### src/bigram_table.hex
// bigram weights, row-major, 6 columns per row: row 0 is the start row,
// row r holds the weights that follow symbol r-1
1000
1000
1000
1000
1000
1000
0c00
1800
0900
1000
1000
1000
1400
0a00
1e00
1000
1000
1000
0800
1200
1600
1000
1000
1000
1a00
0e00
0b00
1c00
0d00
1100
0f00
1300
0a00
0c00
2000
0900
1100
0d00
1b00
0e00
0a00
1500

### src/lm_pkg.sv
`default_nettype none

package lm_pkg;

        // character bigram model
        localparam int alpha_size = 6;
        localparam int char_w     = 3;
        localparam int rom_rows   = alpha_size + 1;   // start row + one per symbol
        localparam int rom_depth  = rom_rows * alpha_size;
        localparam int rom_aw     = $clog2(rom_depth);
        localparam int trans_w    = 16;
        localparam int start_row  = 0;

endpackage

`default_nettype wire

### src/beam_pkg.sv
`default_nettype none

package beam_pkg;

        localparam int n_beam     = 3;
        localparam int prob_w     = 32;
        localparam int score_w    = 64;
        localparam int norm_shift = 21;
        localparam int slot_w     = 8;
        localparam int seq_len    = 15;
        localparam int seq_w      = seq_len * slot_w;
        localparam int cnt_w      = 2;

        // controller states
        localparam logic [1:0] st_idle   = 2'd0;
        localparam logic [1:0] st_score  = 2'd1;
        localparam logic [1:0] st_update = 2'd2;
        localparam logic [1:0] st_top    = 2'd3;

        // index of the largest score, lowest index wins a tie
        function automatic logic [cnt_w-1:0] best_idx(input logic [score_w-1:0] s0,
                                                       input logic [score_w-1:0] s1,
                                                       input logic [score_w-1:0] s2);
                if (s0 >= s1 && s0 >= s2)
                        return cnt_w'(0);
                else if (s1 >= s2)
                        return cnt_w'(1);
                return cnt_w'(2);
        endfunction

endpackage

`default_nettype wire

### src/bigram_rom.sv
`timescale 1ns/1ps
`default_nettype none

module bigram_rom import lm_pkg::*; import beam_pkg::*; (
        input  wire  [char_w-1:0]  i_prev0,
        input  wire  [char_w-1:0]  i_prev1,
        input  wire  [char_w-1:0]  i_prev2,
        input  wire  [char_w-1:0]  i_char0,
        input  wire  [char_w-1:0]  i_char1,
        input  wire  [char_w-1:0]  i_char2,
        input  wire  [cnt_w-1:0]   i_cand_idx,
        input  wire                i_seed,
        output logic [trans_w-1:0] o_w0,
        output logic [trans_w-1:0] o_w1,
        output logic [trans_w-1:0] o_w2
);

        logic [trans_w-1:0] weights [rom_depth];
        logic [char_w-1:0]  cand;

        initial $readmemh("/design/src/bigram_table.hex", weights);

        function automatic logic [rom_aw-1:0] addr(input logic [char_w-1:0] prev,
                                                   input logic [char_w-1:0] col,
                                                   input logic seed);
                logic [rom_aw-1:0] row;
                row = seed ? rom_aw'(start_row) : rom_aw'(prev) + rom_aw'(1);
                return row * rom_aw'(alpha_size) + rom_aw'(col);
        endfunction

        always_comb begin
                case (i_cand_idx)
                        2'd0:    cand = i_char0;
                        2'd1:    cand = i_char1;
                        default: cand = i_char2;   // idx 3 is the drain slot
                endcase
        end

        // seeding reads the start row, one candidate per port
        assign o_w0 = weights[addr(i_prev0, i_seed ? i_char0 : cand, i_seed)];
        assign o_w1 = weights[addr(i_prev1, i_seed ? i_char1 : cand, i_seed)];
        assign o_w2 = weights[addr(i_prev2, i_seed ? i_char2 : cand, i_seed)];

endmodule

`default_nettype wire

### src/step_ctrl.sv
`timescale 1ns/1ps
`default_nettype none

module step_ctrl import beam_pkg::*; (
        input  wire              i_clk,
        input  wire              i_rst_n,
        input  wire              i_start,
        input  wire              i_next,
        output logic             o_seed_load,
        output logic             o_cand_valid,
        output logic [cnt_w-1:0] o_cand_idx,
        output logic             o_beam_commit,
        output logic             o_top_load
);

        logic [1:0]       state;
        logic [cnt_w-1:0] cnt;
        logic             seed;    // current step is a start step

        always_ff @(posedge i_clk or posedge i_rst_n) begin
                if (i_rst_n) begin
                        state <= st_idle;
                        cnt   <= '0;
                        seed  <= 1'b0;
                end else begin
                        case (state)
                                st_idle: begin
                                        cnt <= '0;
                                        if (i_start) begin      // start beats next
                                                state <= st_score;
                                                seed  <= 1'b1;
                                        end else if (i_next) begin
                                                state <= st_score;
                                                seed  <= 1'b0;
                                        end
                                end
                                st_score: begin
                                        if (seed)
                                                state <= st_top;
                                        else if (cnt == cnt_w'(n_beam))
                                                state <= st_update;   // pipeline drained
                                        else
                                                cnt <= cnt + cnt_w'(1);
                                end
                                st_update: state <= st_top;
                                default:   state <= st_idle;
                        endcase
                end
        end

        assign o_seed_load   = (state == st_score) && seed;
        assign o_cand_valid  = (state == st_score) && !seed && (cnt != cnt_w'(n_beam));
        assign o_cand_idx    = cnt;
        assign o_beam_commit = (state == st_update);
        assign o_top_load    = (state == st_top);

endmodule

`default_nettype wire

### src/beam_scorer.sv
`timescale 1ns/1ps
`default_nettype none

module beam_scorer import lm_pkg::*; import beam_pkg::*; (
        input  wire               i_clk,
        input  wire               i_rst_n,
        input  wire               i_cand_valid,
        input  wire  [cnt_w-1:0]  i_cand_idx,
        input  wire  [prob_w-1:0] i_prob0,
        input  wire  [prob_w-1:0] i_prob1,
        input  wire  [prob_w-1:0] i_prob2,
        input  wire  [char_w-1:0] i_char0,
        input  wire  [char_w-1:0] i_char1,
        input  wire  [char_w-1:0] i_char2,
        input  wire  [score_w-1:0] i_score0,
        input  wire  [score_w-1:0] i_score1,
        input  wire  [score_w-1:0] i_score2,
        input  wire  [seq_w-1:0]   i_seq0,
        input  wire  [seq_w-1:0]   i_seq1,
        input  wire  [seq_w-1:0]   i_seq2,
        input  wire  [trans_w-1:0] i_w0,
        input  wire  [trans_w-1:0] i_w1,
        input  wire  [trans_w-1:0] i_w2,
        output logic [score_w-1:0] o_surv_score0,
        output logic [score_w-1:0] o_surv_score1,
        output logic [score_w-1:0] o_surv_score2,
        output logic [seq_w-1:0]   o_surv_seq0,
        output logic [seq_w-1:0]   o_surv_seq1,
        output logic [seq_w-1:0]   o_surv_seq2
);

        logic [prob_w-1:0]  prob_sel;
        logic [char_w-1:0]  char_sel;
        logic [score_w-1:0] prod0, prod1, prod2;
        logic [cnt_w-1:0]   s1_idx;
        logic [slot_w-1:0]  s1_code;
        logic               s1_valid;
        logic [cnt_w-1:0]   best;
        logic [score_w-1:0] best_score;
        logic [seq_w-1:0]   best_seq;
        logic [seq_w-1:0]   new_seq;

        always_comb begin
                case (i_cand_idx)
                        2'd0:    begin prob_sel = i_prob0; char_sel = i_char0; end
                        2'd1:    begin prob_sel = i_prob1; char_sel = i_char1; end
                        default: begin prob_sel = i_prob2; char_sel = i_char2; end
                endcase
        end

        always_ff @(posedge i_clk or posedge i_rst_n) begin
                if (i_rst_n)
                        s1_valid <= 1'b0;
                else
                        s1_valid <= i_cand_valid;
        end

        // stage 1: beam x emission x transition, kept to 64 bits
        always_ff @(posedge i_clk) begin
                if (i_cand_valid) begin
                        prod0   <= i_score0 * score_w'(prob_sel) * score_w'(i_w0);
                        prod1   <= i_score1 * score_w'(prob_sel) * score_w'(i_w1);
                        prod2   <= i_score2 * score_w'(prob_sel) * score_w'(i_w2);
                        s1_idx  <= i_cand_idx;
                        s1_code <= slot_w'(char_sel) + slot_w'(1);
                end
        end

        assign best = best_idx(prod0, prod1, prod2);

        always_comb begin
                case (best)
                        2'd0:    begin best_score = prod0; best_seq = i_seq0; end
                        2'd1:    begin best_score = prod1; best_seq = i_seq1; end
                        default: begin best_score = prod2; best_seq = i_seq2; end
                endcase
        end

        assign new_seq = {best_seq[seq_w-slot_w-1:0], s1_code};   // oldest slot drops off

        // stage 2: survivor for candidate s1_idx
        always_ff @(posedge i_clk) begin
                if (s1_valid) begin
                        case (s1_idx)
                                2'd0: begin
                                        o_surv_score0 <= best_score;
                                        o_surv_seq0   <= new_seq;
                                end
                                2'd1: begin
                                        o_surv_score1 <= best_score;
                                        o_surv_seq1   <= new_seq;
                                end
                                default: begin
                                        o_surv_score2 <= best_score;
                                        o_surv_seq2   <= new_seq;
                                end
                        endcase
                end
        end

endmodule

`default_nettype wire

### src/beam_store.sv
`timescale 1ns/1ps
`default_nettype none

module beam_store import lm_pkg::*; import beam_pkg::*; (
        input  wire                i_clk,
        input  wire                i_rst_n,
        input  wire                i_seed_load,
        input  wire                i_beam_commit,
        input  wire                i_top_load,
        input  wire  [prob_w-1:0]  i_prob0,
        input  wire  [prob_w-1:0]  i_prob1,
        input  wire  [prob_w-1:0]  i_prob2,
        input  wire  [char_w-1:0]  i_char0,
        input  wire  [char_w-1:0]  i_char1,
        input  wire  [char_w-1:0]  i_char2,
        input  wire  [trans_w-1:0] i_w0,
        input  wire  [trans_w-1:0] i_w1,
        input  wire  [trans_w-1:0] i_w2,
        input  wire  [score_w-1:0] i_surv_score0,
        input  wire  [score_w-1:0] i_surv_score1,
        input  wire  [score_w-1:0] i_surv_score2,
        input  wire  [seq_w-1:0]   i_surv_seq0,
        input  wire  [seq_w-1:0]   i_surv_seq1,
        input  wire  [seq_w-1:0]   i_surv_seq2,
        output logic [score_w-1:0] o_score0,
        output logic [score_w-1:0] o_score1,
        output logic [score_w-1:0] o_score2,
        output logic [seq_w-1:0]   o_seq0,
        output logic [seq_w-1:0]   o_seq1,
        output logic [seq_w-1:0]   o_seq2,
        output logic [char_w-1:0]  o_last0,
        output logic [char_w-1:0]  o_last1,
        output logic [char_w-1:0]  o_last2,
        output logic [char_w-1:0]  o_char,
        output logic [seq_w-1:0]   o_seq,
        output logic               o_stepped
);

        logic [cnt_w-1:0] top;

        function automatic logic [score_w-1:0] seed_score(input logic [prob_w-1:0] prob,
                                                          input logic [trans_w-1:0] w);
                return (score_w'(prob) * score_w'(w)) >> norm_shift;
        endfunction

        always_ff @(posedge i_clk) begin
                if (i_seed_load) begin
                        o_score0 <= seed_score(i_prob0, i_w0);
                        o_score1 <= seed_score(i_prob1, i_w1);
                        o_score2 <= seed_score(i_prob2, i_w2);
                        o_seq0   <= seq_w'(i_char0) + seq_w'(1);   // single slot
                        o_seq1   <= seq_w'(i_char1) + seq_w'(1);
                        o_seq2   <= seq_w'(i_char2) + seq_w'(1);
                end else if (i_beam_commit) begin
                        o_score0 <= i_surv_score0 >> norm_shift;
                        o_score1 <= i_surv_score1 >> norm_shift;
                        o_score2 <= i_surv_score2 >> norm_shift;
                        o_seq0   <= i_surv_seq0;
                        o_seq1   <= i_surv_seq1;
                        o_seq2   <= i_surv_seq2;
                end
                if (i_seed_load || i_beam_commit) begin
                        o_last0 <= i_char0;
                        o_last1 <= i_char1;
                        o_last2 <= i_char2;
                end
        end

        assign top = best_idx(o_score0, o_score1, o_score2);

        always_ff @(posedge i_clk or posedge i_rst_n) begin
                if (i_rst_n) begin
                        o_char    <= '0;
                        o_seq     <= '0;
                        o_stepped <= 1'b0;
                end else begin
                        o_stepped <= i_top_load;
                        if (i_top_load) begin
                                case (top)
                                        2'd0: begin
                                                o_seq  <= o_seq0;
                                                o_char <= o_last0 + char_w'(1);
                                        end
                                        2'd1: begin
                                                o_seq  <= o_seq1;
                                                o_char <= o_last1 + char_w'(1);
                                        end
                                        default: begin
                                                o_seq  <= o_seq2;
                                                o_char <= o_last2 + char_w'(1);
                                        end
                                endcase
                        end
                end
        end

endmodule

`default_nettype wire

### src/viterbi_top.sv
`timescale 1ns/1ps
`default_nettype none

module viterbi_top import lm_pkg::*; import beam_pkg::*; (
        input  wire               i_clk,
        input  wire               i_rst_n,
        input  wire               i_start,
        input  wire               i_next,
        input  wire  [prob_w-1:0] i_prob0,
        input  wire  [prob_w-1:0] i_prob1,
        input  wire  [prob_w-1:0] i_prob2,
        input  wire  [char_w-1:0] i_char0,
        input  wire  [char_w-1:0] i_char1,
        input  wire  [char_w-1:0] i_char2,
        output logic [char_w-1:0] o_char,
        output logic [seq_w-1:0]  o_seq,
        output logic              o_stepped
);

        logic               seed_load, cand_valid, beam_commit, top_load;
        logic [cnt_w-1:0]   cand_idx;
        logic [trans_w-1:0] w0, w1, w2;
        logic [score_w-1:0] score0, score1, score2;
        logic [seq_w-1:0]   seq0, seq1, seq2;
        logic [char_w-1:0]  last0, last1, last2;
        logic [score_w-1:0] surv_score0, surv_score1, surv_score2;
        logic [seq_w-1:0]   surv_seq0, surv_seq1, surv_seq2;

        step_ctrl u_ctrl (
                .i_clk(i_clk), .i_rst_n(i_rst_n), .i_start(i_start), .i_next(i_next),
                .o_seed_load(seed_load), .o_cand_valid(cand_valid), .o_cand_idx(cand_idx),
                .o_beam_commit(beam_commit), .o_top_load(top_load)
        );

        bigram_rom u_rom (
                .i_prev0(last0), .i_prev1(last1), .i_prev2(last2),
                .i_char0(i_char0), .i_char1(i_char1), .i_char2(i_char2),
                .i_cand_idx(cand_idx), .i_seed(seed_load),
                .o_w0(w0), .o_w1(w1), .o_w2(w2)
        );

        beam_scorer u_scorer (
                .i_clk(i_clk), .i_rst_n(i_rst_n),
                .i_cand_valid(cand_valid), .i_cand_idx(cand_idx),
                .i_prob0(i_prob0), .i_prob1(i_prob1), .i_prob2(i_prob2),
                .i_char0(i_char0), .i_char1(i_char1), .i_char2(i_char2),
                .i_score0(score0), .i_score1(score1), .i_score2(score2),
                .i_seq0(seq0), .i_seq1(seq1), .i_seq2(seq2),
                .i_w0(w0), .i_w1(w1), .i_w2(w2),
                .o_surv_score0(surv_score0), .o_surv_score1(surv_score1),
                .o_surv_score2(surv_score2),
                .o_surv_seq0(surv_seq0), .o_surv_seq1(surv_seq1), .o_surv_seq2(surv_seq2)
        );

        beam_store u_store (
                .i_clk(i_clk), .i_rst_n(i_rst_n),
                .i_seed_load(seed_load), .i_beam_commit(beam_commit), .i_top_load(top_load),
                .i_prob0(i_prob0), .i_prob1(i_prob1), .i_prob2(i_prob2),
                .i_char0(i_char0), .i_char1(i_char1), .i_char2(i_char2),
                .i_w0(w0), .i_w1(w1), .i_w2(w2),
                .i_surv_score0(surv_score0), .i_surv_score1(surv_score1),
                .i_surv_score2(surv_score2),
                .i_surv_seq0(surv_seq0), .i_surv_seq1(surv_seq1), .i_surv_seq2(surv_seq2),
                .o_score0(score0), .o_score1(score1), .o_score2(score2),
                .o_seq0(seq0), .o_seq1(seq1), .o_seq2(seq2),
                .o_last0(last0), .o_last1(last1), .o_last2(last2),
                .o_char(o_char), .o_seq(o_seq), .o_stepped(o_stepped)
        );

endmodule

`default_nettype wire

### config.mk
export PLATFORM = sky130hd
export DESIGN_NAME = viterbi_top
export DESIGN_NICKNAME = d
export VERILOG_FILES = /design/src/lm_pkg.sv /design/src/beam_pkg.sv /design/src/bigram_rom.sv /design/src/step_ctrl.sv /design/src/beam_scorer.sv /design/src/beam_store.sv /design/src/viterbi_top.sv
export SDC_FILE = /design/constraint.sdc
export NUM_CORES = 1
export LEC_CHECK = 0
export ABC_AREA = 1
export BUFFER_PORTS_ARGS = -buffer_cell sky130_fd_sc_hd__buf_2
export CORE_MARGIN = 2
export CORE_UTILIZATION = 35
export DETAILED_ROUTE_END_ITERATION = 10
export RECOVER_POWER = 100
export SLEW_MARGIN = 40
export SYNTH_ARGS = -nofsm -noshare
export SYNTH_HDL_FRONTEND = slang
export SYNTH_SLANG_ARGS = --single-unit
### constraint.sdc
create_clock -name i_clk -period 2.4 [get_ports i_clk]
set_input_delay 0.36 -clock i_clk [delete_from_list [all_inputs] [get_ports i_clk]]
set_output_delay 0.36 -clock i_clk [all_outputs]
set_load 0.01 [all_outputs]
==> flow_metrics.py, run 1 <==
metrics = {
    "critical_path": {
        "crit_path_end_kind": "register",
        "timing.critical_path.from_type": "register",
        "worst-r2r-cell-count": 5,
        "worst-setup-path-type": "reg2reg",
        "critical_path_arrival_ns": 1.98,
        "critical_path_required_ns": 2.45,
        "critical_path.max_fanout": 63,
    },
    "yosys": {
        "synthesis.area_um2": 7759,
        "synth-seq-area-share": 0.7212,
        "synth_area_leader_cell": "sky130_fd_sc_hd__edfxtp_1",
        "synth_top_area_frac": 0.4954,
        "synth.distinct_cells": 20,
        "synth_area_leaders": "sky130_fd_sc_hd__edfxtp_1 (50%), sky130_fd_sc_hd__dfrtp_1 (23%), sky130_fd_sc_hd__nand2_1 (11%)",
        "netlist_instances": 661,
        "synth_area_per_cell_um2": 11.74,
        "ys_seq_elements": 198,
        "synthesis_warnings": 0,
    },
    "timing": {
        "max_freq_mhz": 519.8,
        "worstMarginPinSlew_ns": 1.724,
        "setup_viol_count_final": 0,
        "worst_hold_slack_ns": 0.1582,
        "finalCriticalPeriod_ns": 1.924,
        "hold_viol_final": 0,
        "rsz0062_at_grt": "false",
        "slew_violations": 35,
        "max_slew_margin": -0.1555,
        "fin_worst_skew_ns": 0.01087,
        "finalWorstSetupSlack_ns": 0.4762,
        "fin_setup_tns_ns": 0,
        "final_min_period_over_clock_period": 0.8016,
    },
    "final_layout": {
        "areaGrowthSynthToFinish_pct": 12.09,
        "design_area_um2": 8697,
        "drive_gt1_frac": 0.06358,
        "fin_nets": 861,
        "antenna-diode-count": 0,
    },
    "floorplan": {
        "top_level_ports": 233,
        "initial_core_util": 0.3555,
        "num_rows": 54,
        "die_height_um": 152.9,
        "total_core_area_um2": 21820,
        "floorplan.die_area_um2": 23380,
        "die_width_um": 152.9,
    },
    "drt": {
        "wl_per_cell_um": 13.04,
        "drt-pass1-iter-count": 6,
        "drc_violation_count_after_routing": 0,
        "antenna_violating_nets_post_route": 0,
        "detail_route.wirelength_mm": 13.50,
        "viasPerCell": 4.105,
        "dr_vias": 4249,
        "detail_route.iter0.violations": 224,
    },
    "global_route": {
        "grt_max_degree": 64,
        "grtUsageTotal": 0.1191,
        "grt_antenna_before_repair": 0,
        "first_global_vias": 4170,
        "grt_first_pass_wirelength_mm": 21.80,
        "grt.overflow.total": 0,
    },
    "clock_tree": {
        "root_buffer": "sky130_fd_sc_hd__clkbuf_16",
        "postCtsResizedCells": 0,
        "ctsLongestPathBuffers": 2,
        "cts.repair_timing.setup_buffer_count": 0,
        "path_clk_slew_ns": 0.07,
        "clk_lat_worst_skew_ns": 0.43,
        "cts_max_level": 4,
        "clock_tree_from_tritoncts": "done",
        "inserted_clock_buffers": 17,
        "ctsHoldBuffers": 0,
        "clock-sinks": 198,
    },
    "power_and_ir_drop": {
        "power.density_cell_area_nw_per_um2": 1337,
        "finalPower_uw": 11620,
        "p_leak_uw": 0.003930,
        "peakVddDrop_mv": 0.5393,
    },
    "hold_path": {
        "hp-class": "in2reg",
        "min_delay_path_depth": 3,
    },
    "placement": {
        "dpl_cell_area_um2": 8238,
        "place.port_buffers": 76,
        "post-place-ws_ns": 0.6716,
        "dp_hpwl_mm": 8.007,
        "gpl.final_weighted_congestion": 0.6982,
    },
    "status": {
        "failed_checks": "max-capacitance violations, max-slew violations",
        "outcome": "complete, but fails checks",
    },
    "job": {
        "number_of_max_cap_violations": 1,
    },
}
-- state kept, by name, indices dropped and copies added (netlist names) --
signal                cells
u_ctrl.o_cand_idx         2
u_store.o_stepped         1
u_ctrl.state              2
u_scorer.o_surv_seq2     60
u_store.o_char            3
u_scorer.s1_code          4
u_store.o_seq            60
u_ctrl.seed               1
u_store.o_seq2           60
u_scorer.s1_idx           1
u_store.o_last2           3
u_scorer.s1_valid         1
-- routing by layer --
metal | global-route usage | share of wire | routed length (µm) | up-vias
met5 | 0 | 0 | 0 | -
met4 | 0.04365 | 0.011 | 155 | 0
met3 | 0.03062 | 0.039 | 533 | 13
met2 | 0.1896 | 0.46 | 6238 | 101
met1 | 0.1583 | 0.49 | 6571 | 2025
li1 | - | - | - | 2110
-- kinds of logic after synthesis --
kind of cell,after synthesis,share of synthesized area
AND/OR/NAND/NOR,286,0.1397
flip-flops,198,0.7212
buffers and inverters,154,0.1124
AO/OA/AOI/OAI,10,0.007901
adder cells (fa/ha/maj),10,0.01613
XOR/XNOR,2,0.002258
other,1,0.0004833
-- metrics by stage --
step / util / std cells
2_1_floorplan: - / 720
3_3_place_gp: 0.3775 / 1003
3_5_place_dp: 0.3775 / 1003
4_1_cts: 0.4031 / 1035
5_1_grt: 0.3985 / 1035
6_report: 0.3985 / 1035
-- critical path: stages (launching register included) --
cell	delay, ns
sky130_fd_sc_hd__dfrtp_1	0.41
sky130_fd_sc_hd__inv_1	0.09
sky130_fd_sc_hd__ha_1	0.22
sky130_fd_sc_hd__nand2_1	0.19
sky130_fd_sc_hd__nand2_2	0.10
sky130_fd_sc_hd__buf_6	0.50
-- cell usage after synthesis, drive strengths merged --
| cell type | count |
|---|---|
| nand2 | 223 |
| edfxtp | 128 |
| buf | 80 |
| inv | 74 |
| dfrtp | 70 |
| nor2 | 59 |
| ha | 10 |
| o21ai | 6 |
| nand3 | 4 |
| o211ai | 2 |
| xnor2 | 2 |
| a21oi | 1 |
| conb | 1 |
| o21a | 1 |
-- area by class of cell --
type | count | area (µm²)
Inverter | 74 | 279.0
Clock inverter | 10 | 95.09
Multi-Input combinational cell | 368 | 1510
Clock buffer | 22 | 464.2
Timing Repair Buffer | 83 | 402.9
Sequential cell | 198 | 5595
Fill cell | 2184 | 13130
Tap cell | 280 | 350.3
-- placed cells by master, fill, tap and decap left out, drive strengths merged --
master    Yosys  layout
clkbuf        0      89
nand3         4       4
nor2         59      59
xnor2         2       2
o211ai        2       2
clkinvlp      0       1
edfxtp      128     128
clkinv        0       4
nand2       223     223
inv          74      78
conb          1      60
o21ai         6       6
a21oi         1       1
bufinv        0       1
buf          80      16
o21a          1       1
dfrtp        70      70
ha           10      10
-- power breakdown --
group	internal, µW	switching, µW
clock network	1500	1230
logic	833	2020
registers	5390	650
total	7720	3900
-- path summary, 6_finish.rpt --
path	to	slack, ns	startpoint
max in group asynchronous	u_store.o_seq[3]	1.22	i_rst_n
min	u_ctrl.seed	0.16	i_start
max	u_store.o_seq2[83]	0.48	u_ctrl.state[1]
max reg2reg	u_store.o_seq2[83]	0.48	u_ctrl.state[1]
min reg2reg	u_scorer.o_surv_seq2[1]	0.42	u_scorer.s1_code[1]
min in group asynchronous	u_store.o_seq[72]	0.34	i_rst_n
No activity file was read; power rests on OpenSTA's default activity.
==> run 2, diff against run 1 <==
==> constraint.sdc (replaced) <==
create_clock -name i_clk -period 1.7 [get_ports i_clk]
set_input_delay 0.255 -clock i_clk [delete_from_list [all_inputs] [get_ports i_clk]]
set_output_delay 0.255 -clock i_clk [all_outputs]
set_load 0.01 [all_outputs]
==> run 2 against run 1 <==
Clock-buffer cell count is 4 lower. Non-clock buffer count grew 9. Largest cell class unchanged. Critical endpoint is now u_scorer.o_surv_seq2[91]. Clock power up 55%. The flow now finishes without violations. Sequential share of layout area down 1.1 points. Die area is the same.
==> flow_metrics.py, run 2 (synthesized netlist as in run 1, its figures left out) <==
metrics = {
    "status": {
        "outcome": "complete, no violations",
    },
    "global_route": {
        "grtUsageTotal": 0.1213,
        "grt_antenna_before_repair": 0,
        "grt.overflow.total": 0,
        "grt_first_pass_wirelength_mm": 22.08,
        "grt_max_degree": 40,
        "first_global_vias": 4186,
    },
    "floorplan": {
        "initial_core_util": 0.3555,
        "total_core_area_um2": 21820,
        "num_rows": 54,
        "floorplan.die_area_um2": 23380,
        "die_width_um": 152.9,
        "top_level_ports": 233,
        "die_height_um": 152.9,
    },
    "clock_tree": {
        "root_buffer": "sky130_fd_sc_hd__clkbuf_16",
        "clock-sinks": 198,
        "inserted_clock_buffers": 17,
        "path_clk_slew_ns": 0.07,
        "ctsLongestPathBuffers": 2,
        "clock_tree_from_tritoncts": "done",
        "clk_lat_worst_skew_ns": 0.43,
        "cts.repair_timing.setup_buffer_count": 0,
        "cts_max_level": 4,
    },
    "critical_path": {
        "cp_capture_point": "u_scorer.o_surv_seq2[91]",
        "r2r_end": "u_scorer.o_surv_seq2[91]",
        "worst-r2r-cell-count": 3,
        "critical_path_arrival_ns": 1.63,
        "critical-path-slowest-cell": "sky130_fd_sc_hd__clkbuf_2",
        "timing.critical_path.from_type": "register",
        "critical_path_cell_count": 3,
        "cp_num_buf_inv": 2,
        "critical_path.max_fanout": 32,
        "cpPeakStageDelay_ns": 0.68,
        "timing.critical_path.max_delay_family": "buffers and inverters",
        "crit_path_end_kind": "register",
        "rrSetupSlack_ns": 0.12,
        "timing.rr.start": "u_scorer.s1_valid",
        "worst-setup-path-type": "reg2reg",
        "crit_chain": "nand2_1 > clkinvlp_4 > clkbuf_2",
        "crit_path_start": "u_scorer.s1_valid",
        "critical_path_required_ns": 1.75,
    },
    "final_layout": {
        "layout_commonest_cell": "sky130_fd_sc_hd__nand2_1",
        "top_regs": "u_scorer.o_surv_seq2: 60 flops, u_store.o_seq2: 60 flops, u_store.o_seq: 60 flops",
        "final_cell_mix": "sky130_fd_sc_hd__nand2_1 (221), sky130_fd_sc_hd__edfxtp_1 (128), sky130_fd_sc_hd__clkbuf_1 (71), sky130_fd_sc_hd__inv_1 (70), sky130_fd_sc_hd__dfrtp_1 (70)",
        "drive_gt1_frac": 0.08246,
        "design_area_um2": 8851,
        "antenna-diode-count": 0,
        "fin_nets": 870,
        "areaGrowthSynthToFinish_pct": 14.08,
        "final_core_utilization": 0.4056,
    },
    "timing": {
        "fin_worst_skew_ns": 0.01042,
        "finalCriticalPeriod_ns": 1.584,
        "worstMarginPinSlew_ns": 0.9038,
        "slew_violations": 0,
        "worst_hold_slack_ns": 0.05163,
        "max_slew_margin": 0.3975,
        "final_min_period_over_clock_period": 0.9316,
        "setup_viol_count_final": 0,
        "max_freq_mhz": 631.4,
        "hold_viol_final": 0,
        "rsz0062_at_grt": "false",
        "fin_setup_tns_ns": 0,
    },
    "placement": {
        "gpl.final_weighted_congestion": 0.6939,
        "dpl_cell_area_um2": 8347,
        "place.port_buffers": 76,
        "dp_hpwl_mm": 8.553,
    },
    "drt": {
        "dr_vias": 4301,
        "drc_violation_count_after_routing": 0,
        "detail_route.wirelength_mm": 13.73,
        "detail_route.iter0.violations": 255,
        "wl_per_cell_um": 13.15,
        "drt-pass1-iter-count": 4,
        "viasPerCell": 4.120,
        "antenna_violating_nets_post_route": 0,
    },
    "power_and_ir_drop": {
        "finalPower_uw": 16990,
        "pwr-share-comb": 0.249,
        "p_seq_frac": 0.502,
        "peakVddDrop_mv": 0.7014,
        "clkPwrFrac": 0.248,
        "power.density_cell_area_nw_per_um2": 1920,
        "internal-power_uw": 11280,
        "power_switching_uw": 5714,
        "p_leak_uw": 0.003984,
        "sw_frac_of_total": 0.3363,
    },
    "job": {
        "number_of_max_cap_violations": 0,
    },
    "hold_path": {
        "hp-class": "in2reg",
        "hold_path.startpoint": "i_start",
    },
}
[run 2: changes by cell type in the layout (fill, tap and decap cells not counted), sizes merged]
cell and change:
bufinv +2, clkinv -1, clkinvlp +2, clkbuf +3, dlygate4sd3 +1, inv +1
buf +1
[run 2: how the worst min path moves through the flow]
stage                               endpoint  slack (ns)  depth (start not counted)
after floorplan           u_store.o_last2[0]        0.35                          0
after global placement     u_store.o_seq[91]        0.21                          2
after detailed placement   u_store.o_seq[91]        0.21                          2
after CTS                        u_ctrl.seed        0.03                          3
after global routing             u_ctrl.seed        0.07                          3
final                            u_ctrl.seed        0.05                          3
[run 2: layout make-up]
type	instances	area, µm²
timing repair buffer	92	467.9
tap	280	350.3
multi-input combinational	368	1534
inverter	74	285.3
clock inverter	14	188.9
fill	2142	12970
clock buffer	18	429.2
sequential	198	5595
[run 2: power by group through the flow]
stage          clock network, µW  registers [µW]  logic [µW]
2_1_floorplan                  0            8690        2630
3_3_place_gp                   0            8560        4550
3_5_place_dp                   0            8600        4640
4_1_cts                     4340            8530        4670
5_1_grt                     4520            8780        4890
6_report                    4220            8540        4240
[run 2: routing by layer]
metal	global-route usage	routed length [µm]
met3	0.03601	683
met1	0.1610	6491
met5	0	0
met4	0.03968	181
met2	0.1924	6374
[run 2: per-stage QoR]
| stage | setup WS (ns) | std cells |
|---|---|---|
| finish | 0.1163 | 1044 |
| global route | 0.01220 | 1044 |
| CTS | 0.04515 | 1044 |
| detailed placement | 0.05161 | 1011 |
| global placement | 0.08017 | 1011 |
| floorplan | 0.009255 | 720 |
[run 2: worst register-to-register path, delay by kind of cell, from the launching register on]
kind,cells,cell delay [ns]
buffers and inverters,2,0.76
flip-flops,1,0.34
AND/OR/NAND/NOR,1,0.09
[run 2: timing repair]
| action | in CTS | in global routing |
|---|---|---|
| gates resized for setup | 0 | 6 |
| setup endpoints to repair | 0 | 34 |
| hold endpoints to repair | 7 | 0 |
| hold buffers | 1 | 0 |
==> run 3, diff against run 2 <==
--- a/config.mk
+++ b/config.mk
@@ -5,7 +5,7 @@
 export SDC_FILE = /design/constraint.sdc
 export NUM_CORES = 1
 export LEC_CHECK = 0
-export ABC_AREA = 1
+export ABC_AREA = 0
 export BUFFER_PORTS_ARGS = -buffer_cell sky130_fd_sc_hd__buf_2
 export CORE_MARGIN = 2
 export CORE_UTILIZATION = 35
@@ -15,3 +15,4 @@
 export SYNTH_ARGS = -nofsm -noshare
 export SYNTH_HDL_FRONTEND = slang
 export SYNTH_SLANG_ARGS = --single-unit
+export TNS_END_PERCENT = 5
==> run 3 against run 2 <==
Final area shrank 1.4%. Cell count shrank 20%. Register-to-register slack is essentially flat. Die area shrank 2.1%. Routed wire length shrank 6.6%. Critical path depth grew 4. Synthesized cell count shrank 32%. Global-route usage shrank 0.30 points. Fmax shrank 0.78%. Largest power group unchanged.
==> flow_metrics.py, run 3 <==
metrics = {
    "drt": {
        "wl_per_cell_um": 15.36,
        "dr_vias": 3605,
        "detail_route.wirelength_mm": 12.83,
        "detail_route.iter0.violations": 190,
        "drc_violation_count_after_routing": 0,
        "drt-pass1-iter-count": 4,
        "antenna_violating_nets_post_route": 0,
        "viasPerCell": 4.317,
    },
    "final_layout": {
        "final_core_utilization": 0.4127,
        "top_regs": "u_scorer.o_surv_seq2: 60 flops, u_store.o_seq2: 60 flops, u_store.o_seq: 60 flops",
        "drive_gt1_frac": 0.1357,
        "fin_nets": 666,
        "layout.filler_cells": 1941,
        "final_cell_mix": "sky130_fd_sc_hd__edfxtp_1 (128), sky130_fd_sc_hd__clkbuf_1 (70), sky130_fd_sc_hd__dfrtp_1 (70), sky130_fd_sc_hd__conb_1 (60), sky130_fd_sc_hd__and2_1 (55)",
        "design_area_um2": 8731,
        "multiInputGateArea_um2": 1677,
        "areaGrowthSynthToFinish_pct": 15.00,
        "fin_cells": 835,
        "layout_commonest_cell": "sky130_fd_sc_hd__edfxtp_1",
        "final-seq-area_um2": 5595,
        "antenna-diode-count": 0,
    },
    "yosys": {
        "synthesis.area_um2": 7592,
        "netlist_instances": 449,
        "synth_area_leader_cell": "sky130_fd_sc_hd__edfxtp_1",
        "main_synth_ff_type": "sky130_fd_sc_hd__edfxtp_1",
        "synthesis_warnings": 0,
        "synth_common_cells": "sky130_fd_sc_hd__edfxtp_1 (128), sky130_fd_sc_hd__dfrtp_1 (70), sky130_fd_sc_hd__buf_4 (65)",
        "synth_area_per_cell_um2": 16.91,
        "synth_async_sr_flop_share": 0.3535,
        "synth-seq-area-share": 0.7370,
        "synth_area_leaders": "sky130_fd_sc_hd__edfxtp_1 (51%), sky130_fd_sc_hd__dfrtp_1 (23%), sky130_fd_sc_hd__mux2_1 (7.7%)",
        "post_synth_edffs": 128,
        "ys_seq_elements": 198,
        "synth.most_common_cell": "sky130_fd_sc_hd__edfxtp_1",
        "synth.distinct_cells": 26,
        "synth_top_area_frac": 0.5063,
    },
    "floorplan": {
        "total_core_area_um2": 21150,
        "top_level_ports": 233,
        "die_height_um": 151.3,
        "num_rows": 53,
        "die_width_um": 151.3,
        "floorplan.die_area_um2": 22890,
        "initial_core_util": 0.3589,
    },
    "global_route": {
        "grtUsageTotal": 0.1183,
        "grt.overflow.total": 0,
        "grt_antenna_before_repair": 0,
        "grt_max_degree": 54,
        "first_global_vias": 3821,
        "grt_first_pass_wirelength_mm": 20.29,
    },
    "critical_path": {
        "rrSetupSlack_ns": 0.10,
        "crit_path_end_kind": "register",
        "critical-path-slowest-cell": "sky130_fd_sc_hd__dfrtp_1",
        "cp_num_buf_inv": 2,
        "timing.critical_path.max_delay_family": "flip-flops",
        "worst-r2r-cell-count": 7,
        "critical_path.max_fanout": 4,
        "timing.critical_path.from_type": "register",
        "critical_path_required_ns": 1.88,
        "cpPeakStageDelay_ns": 0.40,
        "critical_path_arrival_ns": 1.78,
        "worst-setup-path-type": "reg2reg",
        "crit_chain": "inv_2 > ha_4 > a22o_1 > a21oi_2 > inv_1 > ha_2 > xnor2_1",
        "r2r_end": "u_scorer.s1_code[2]",
        "timing.rr.start": "u_ctrl.o_cand_idx[0]",
    },
    "clock_tree": {
        "inserted_clock_buffers": 17,
        "clk_lat_worst_skew_ns": 0.43,
        "clock_tree_from_tritoncts": "done",
        "cts.repair_timing.setup_buffer_count": 0,
        "path_clk_slew_ns": 0.08,
        "cts_max_level": 4,
        "ctsLongestPathBuffers": 2,
        "root_buffer": "sky130_fd_sc_hd__clkbuf_16",
        "clock-sinks": 198,
    },
    "hold_path": {
        "hp-class": "in2reg",
        "hold_path.startpoint": "i_start",
        "min_delay_worst_endpoint": "u_ctrl.seed",
        "min_delay_path_depth": 2,
    },
    "power_and_ir_drop": {
        "p_seq_frac": 0.499,
        "clkPwrFrac": 0.244,
        "sw_frac_of_total": 0.3101,
        "power_switching_uw": 5345,
        "power.density_cell_area_nw_per_um2": 1974,
        "peakVddDrop_mv": 0.7122,
        "pwr-share-comb": 0.257,
        "internal-power_uw": 11890,
        "p_leak_uw": 0.003317,
    },
    "status": {
        "outcome": "complete, no violations",
    },
    "timing": {
        "fin_worst_skew_ns": 0.01308,
        "setup_viol_count_final": 0,
        "finalCriticalPeriod_ns": 1.596,
        "rsz0062_at_grt": "false",
        "worst_hold_slack_ns": 0.07279,
        "slew_violations": 0,
        "max_slew_margin": 0.3065,
        "hold_viol_final": 0,
        "max_freq_mhz": 626.5,
        "finalWorstSetupSlack_ns": 0.1037,
        "final_min_period_over_clock_period": 0.9390,
        "worstMarginPinSlew_ns": 1.040,
    },
    "placement": {
        "place_inst": 802,
        "place.port_buffers": 76,
        "gpl.final_weighted_congestion": 0.7512,
        "post-place-ws_ns": -0.006931,
        "dpl_cell_area_um2": 8234,
        "dp_hpwl_mm": 7.938,
    },
    "job": {
        "number_of_max_cap_violations": 0,
    },
}
## run 3: logic make-up after synthesis
| family | synth area share |
|---|---|
| AO/OA/AOI/OAI | 0.01252 |
| XOR/XNOR | 0.003461 |
| adder cells (fa/ha/maj) | 0.01648 |
| buffers and inverters | 0.07399 |
| flip-flops | 0.7370 |
| multiplexers | 0.09723 |
| other | 0.0004939 |
| AND/OR/NAND/NOR | 0.05883 |
## run 3: worst max-delay path by stage
stage	start	to	slack, ns	cells after the start
3_3_place_gp	u_ctrl.o_cand_idx[0]	u_scorer.s1_code[2]	0.02	7
5_1_grt	u_ctrl.o_cand_idx[0]	u_scorer.s1_code[2]	0.0002	7
4_1_cts	u_ctrl.o_cand_idx[0]	u_scorer.s1_code[2]	0.01	7
6_report	u_ctrl.o_cand_idx[0]	u_scorer.s1_code[2]	0.10	7
2_1_floorplan	i_rst_n	u_ctrl.o_cand_idx[0]	-0.32	1
3_5_place_dp	u_ctrl.o_cand_idx[0]	u_scorer.s1_code[2]	-0.007	7
## run 3: power by group through the flow
stage | Combinational, µW | Sequential, µW | Clock (µW)
finish | 4430 | 8600 | 4210
global route | 4940 | 8850 | 4550
global placement | 4660 | 8620 | 0
CTS | 4830 | 8630 | 4320
detailed placement | 4790 | 8700 | 0
floorplan | 2640 | 8760 | 0
## run 3: metrics by stage
| stage | setup TNS [ns] | total power (µW) |
|---|---|---|
| floorplan | -22.63 | 11400 |
| global placement | 0 | 13290 |
| detailed placement | -0.006931 | 13490 |
| CTS | 0 | 17780 |
| global route | 0 | 18340 |
| finish | 0 | 17240 |
## run 3: cell type report
class | count | share of cell area
sequential | 198 | 0.6409
tap | 275 | 0.03941
inverter | 8 | 0.003583
timing repair buffer | 94 | 0.05317
clock buffer | 17 | 0.04872
clock inverter | 15 | 0.02221
multi-input combinational | 228 | 0.1920
## run 3: repair_timing
| action | 4_1_cts | 5_1_grt |
|---|---|---|
| setup endpoints to repair | 1 | 2 |
| gates resized for setup | 2 | 5 |
| endpoints found under the hold margin | 70 | 0 |
| hold buffers | 1 | 0 |
| pin swaps | 0 | 1 |
## run 3: layer usage
metal,GRT usage,part of all wire,up-vias
li1,-,-,1647
met1,0.1497,0.45,1827
met2,0.1885,0.47,114
met3,0.03645,0.061,17
met4,0.05047,0.016,0
met5,0,0,-
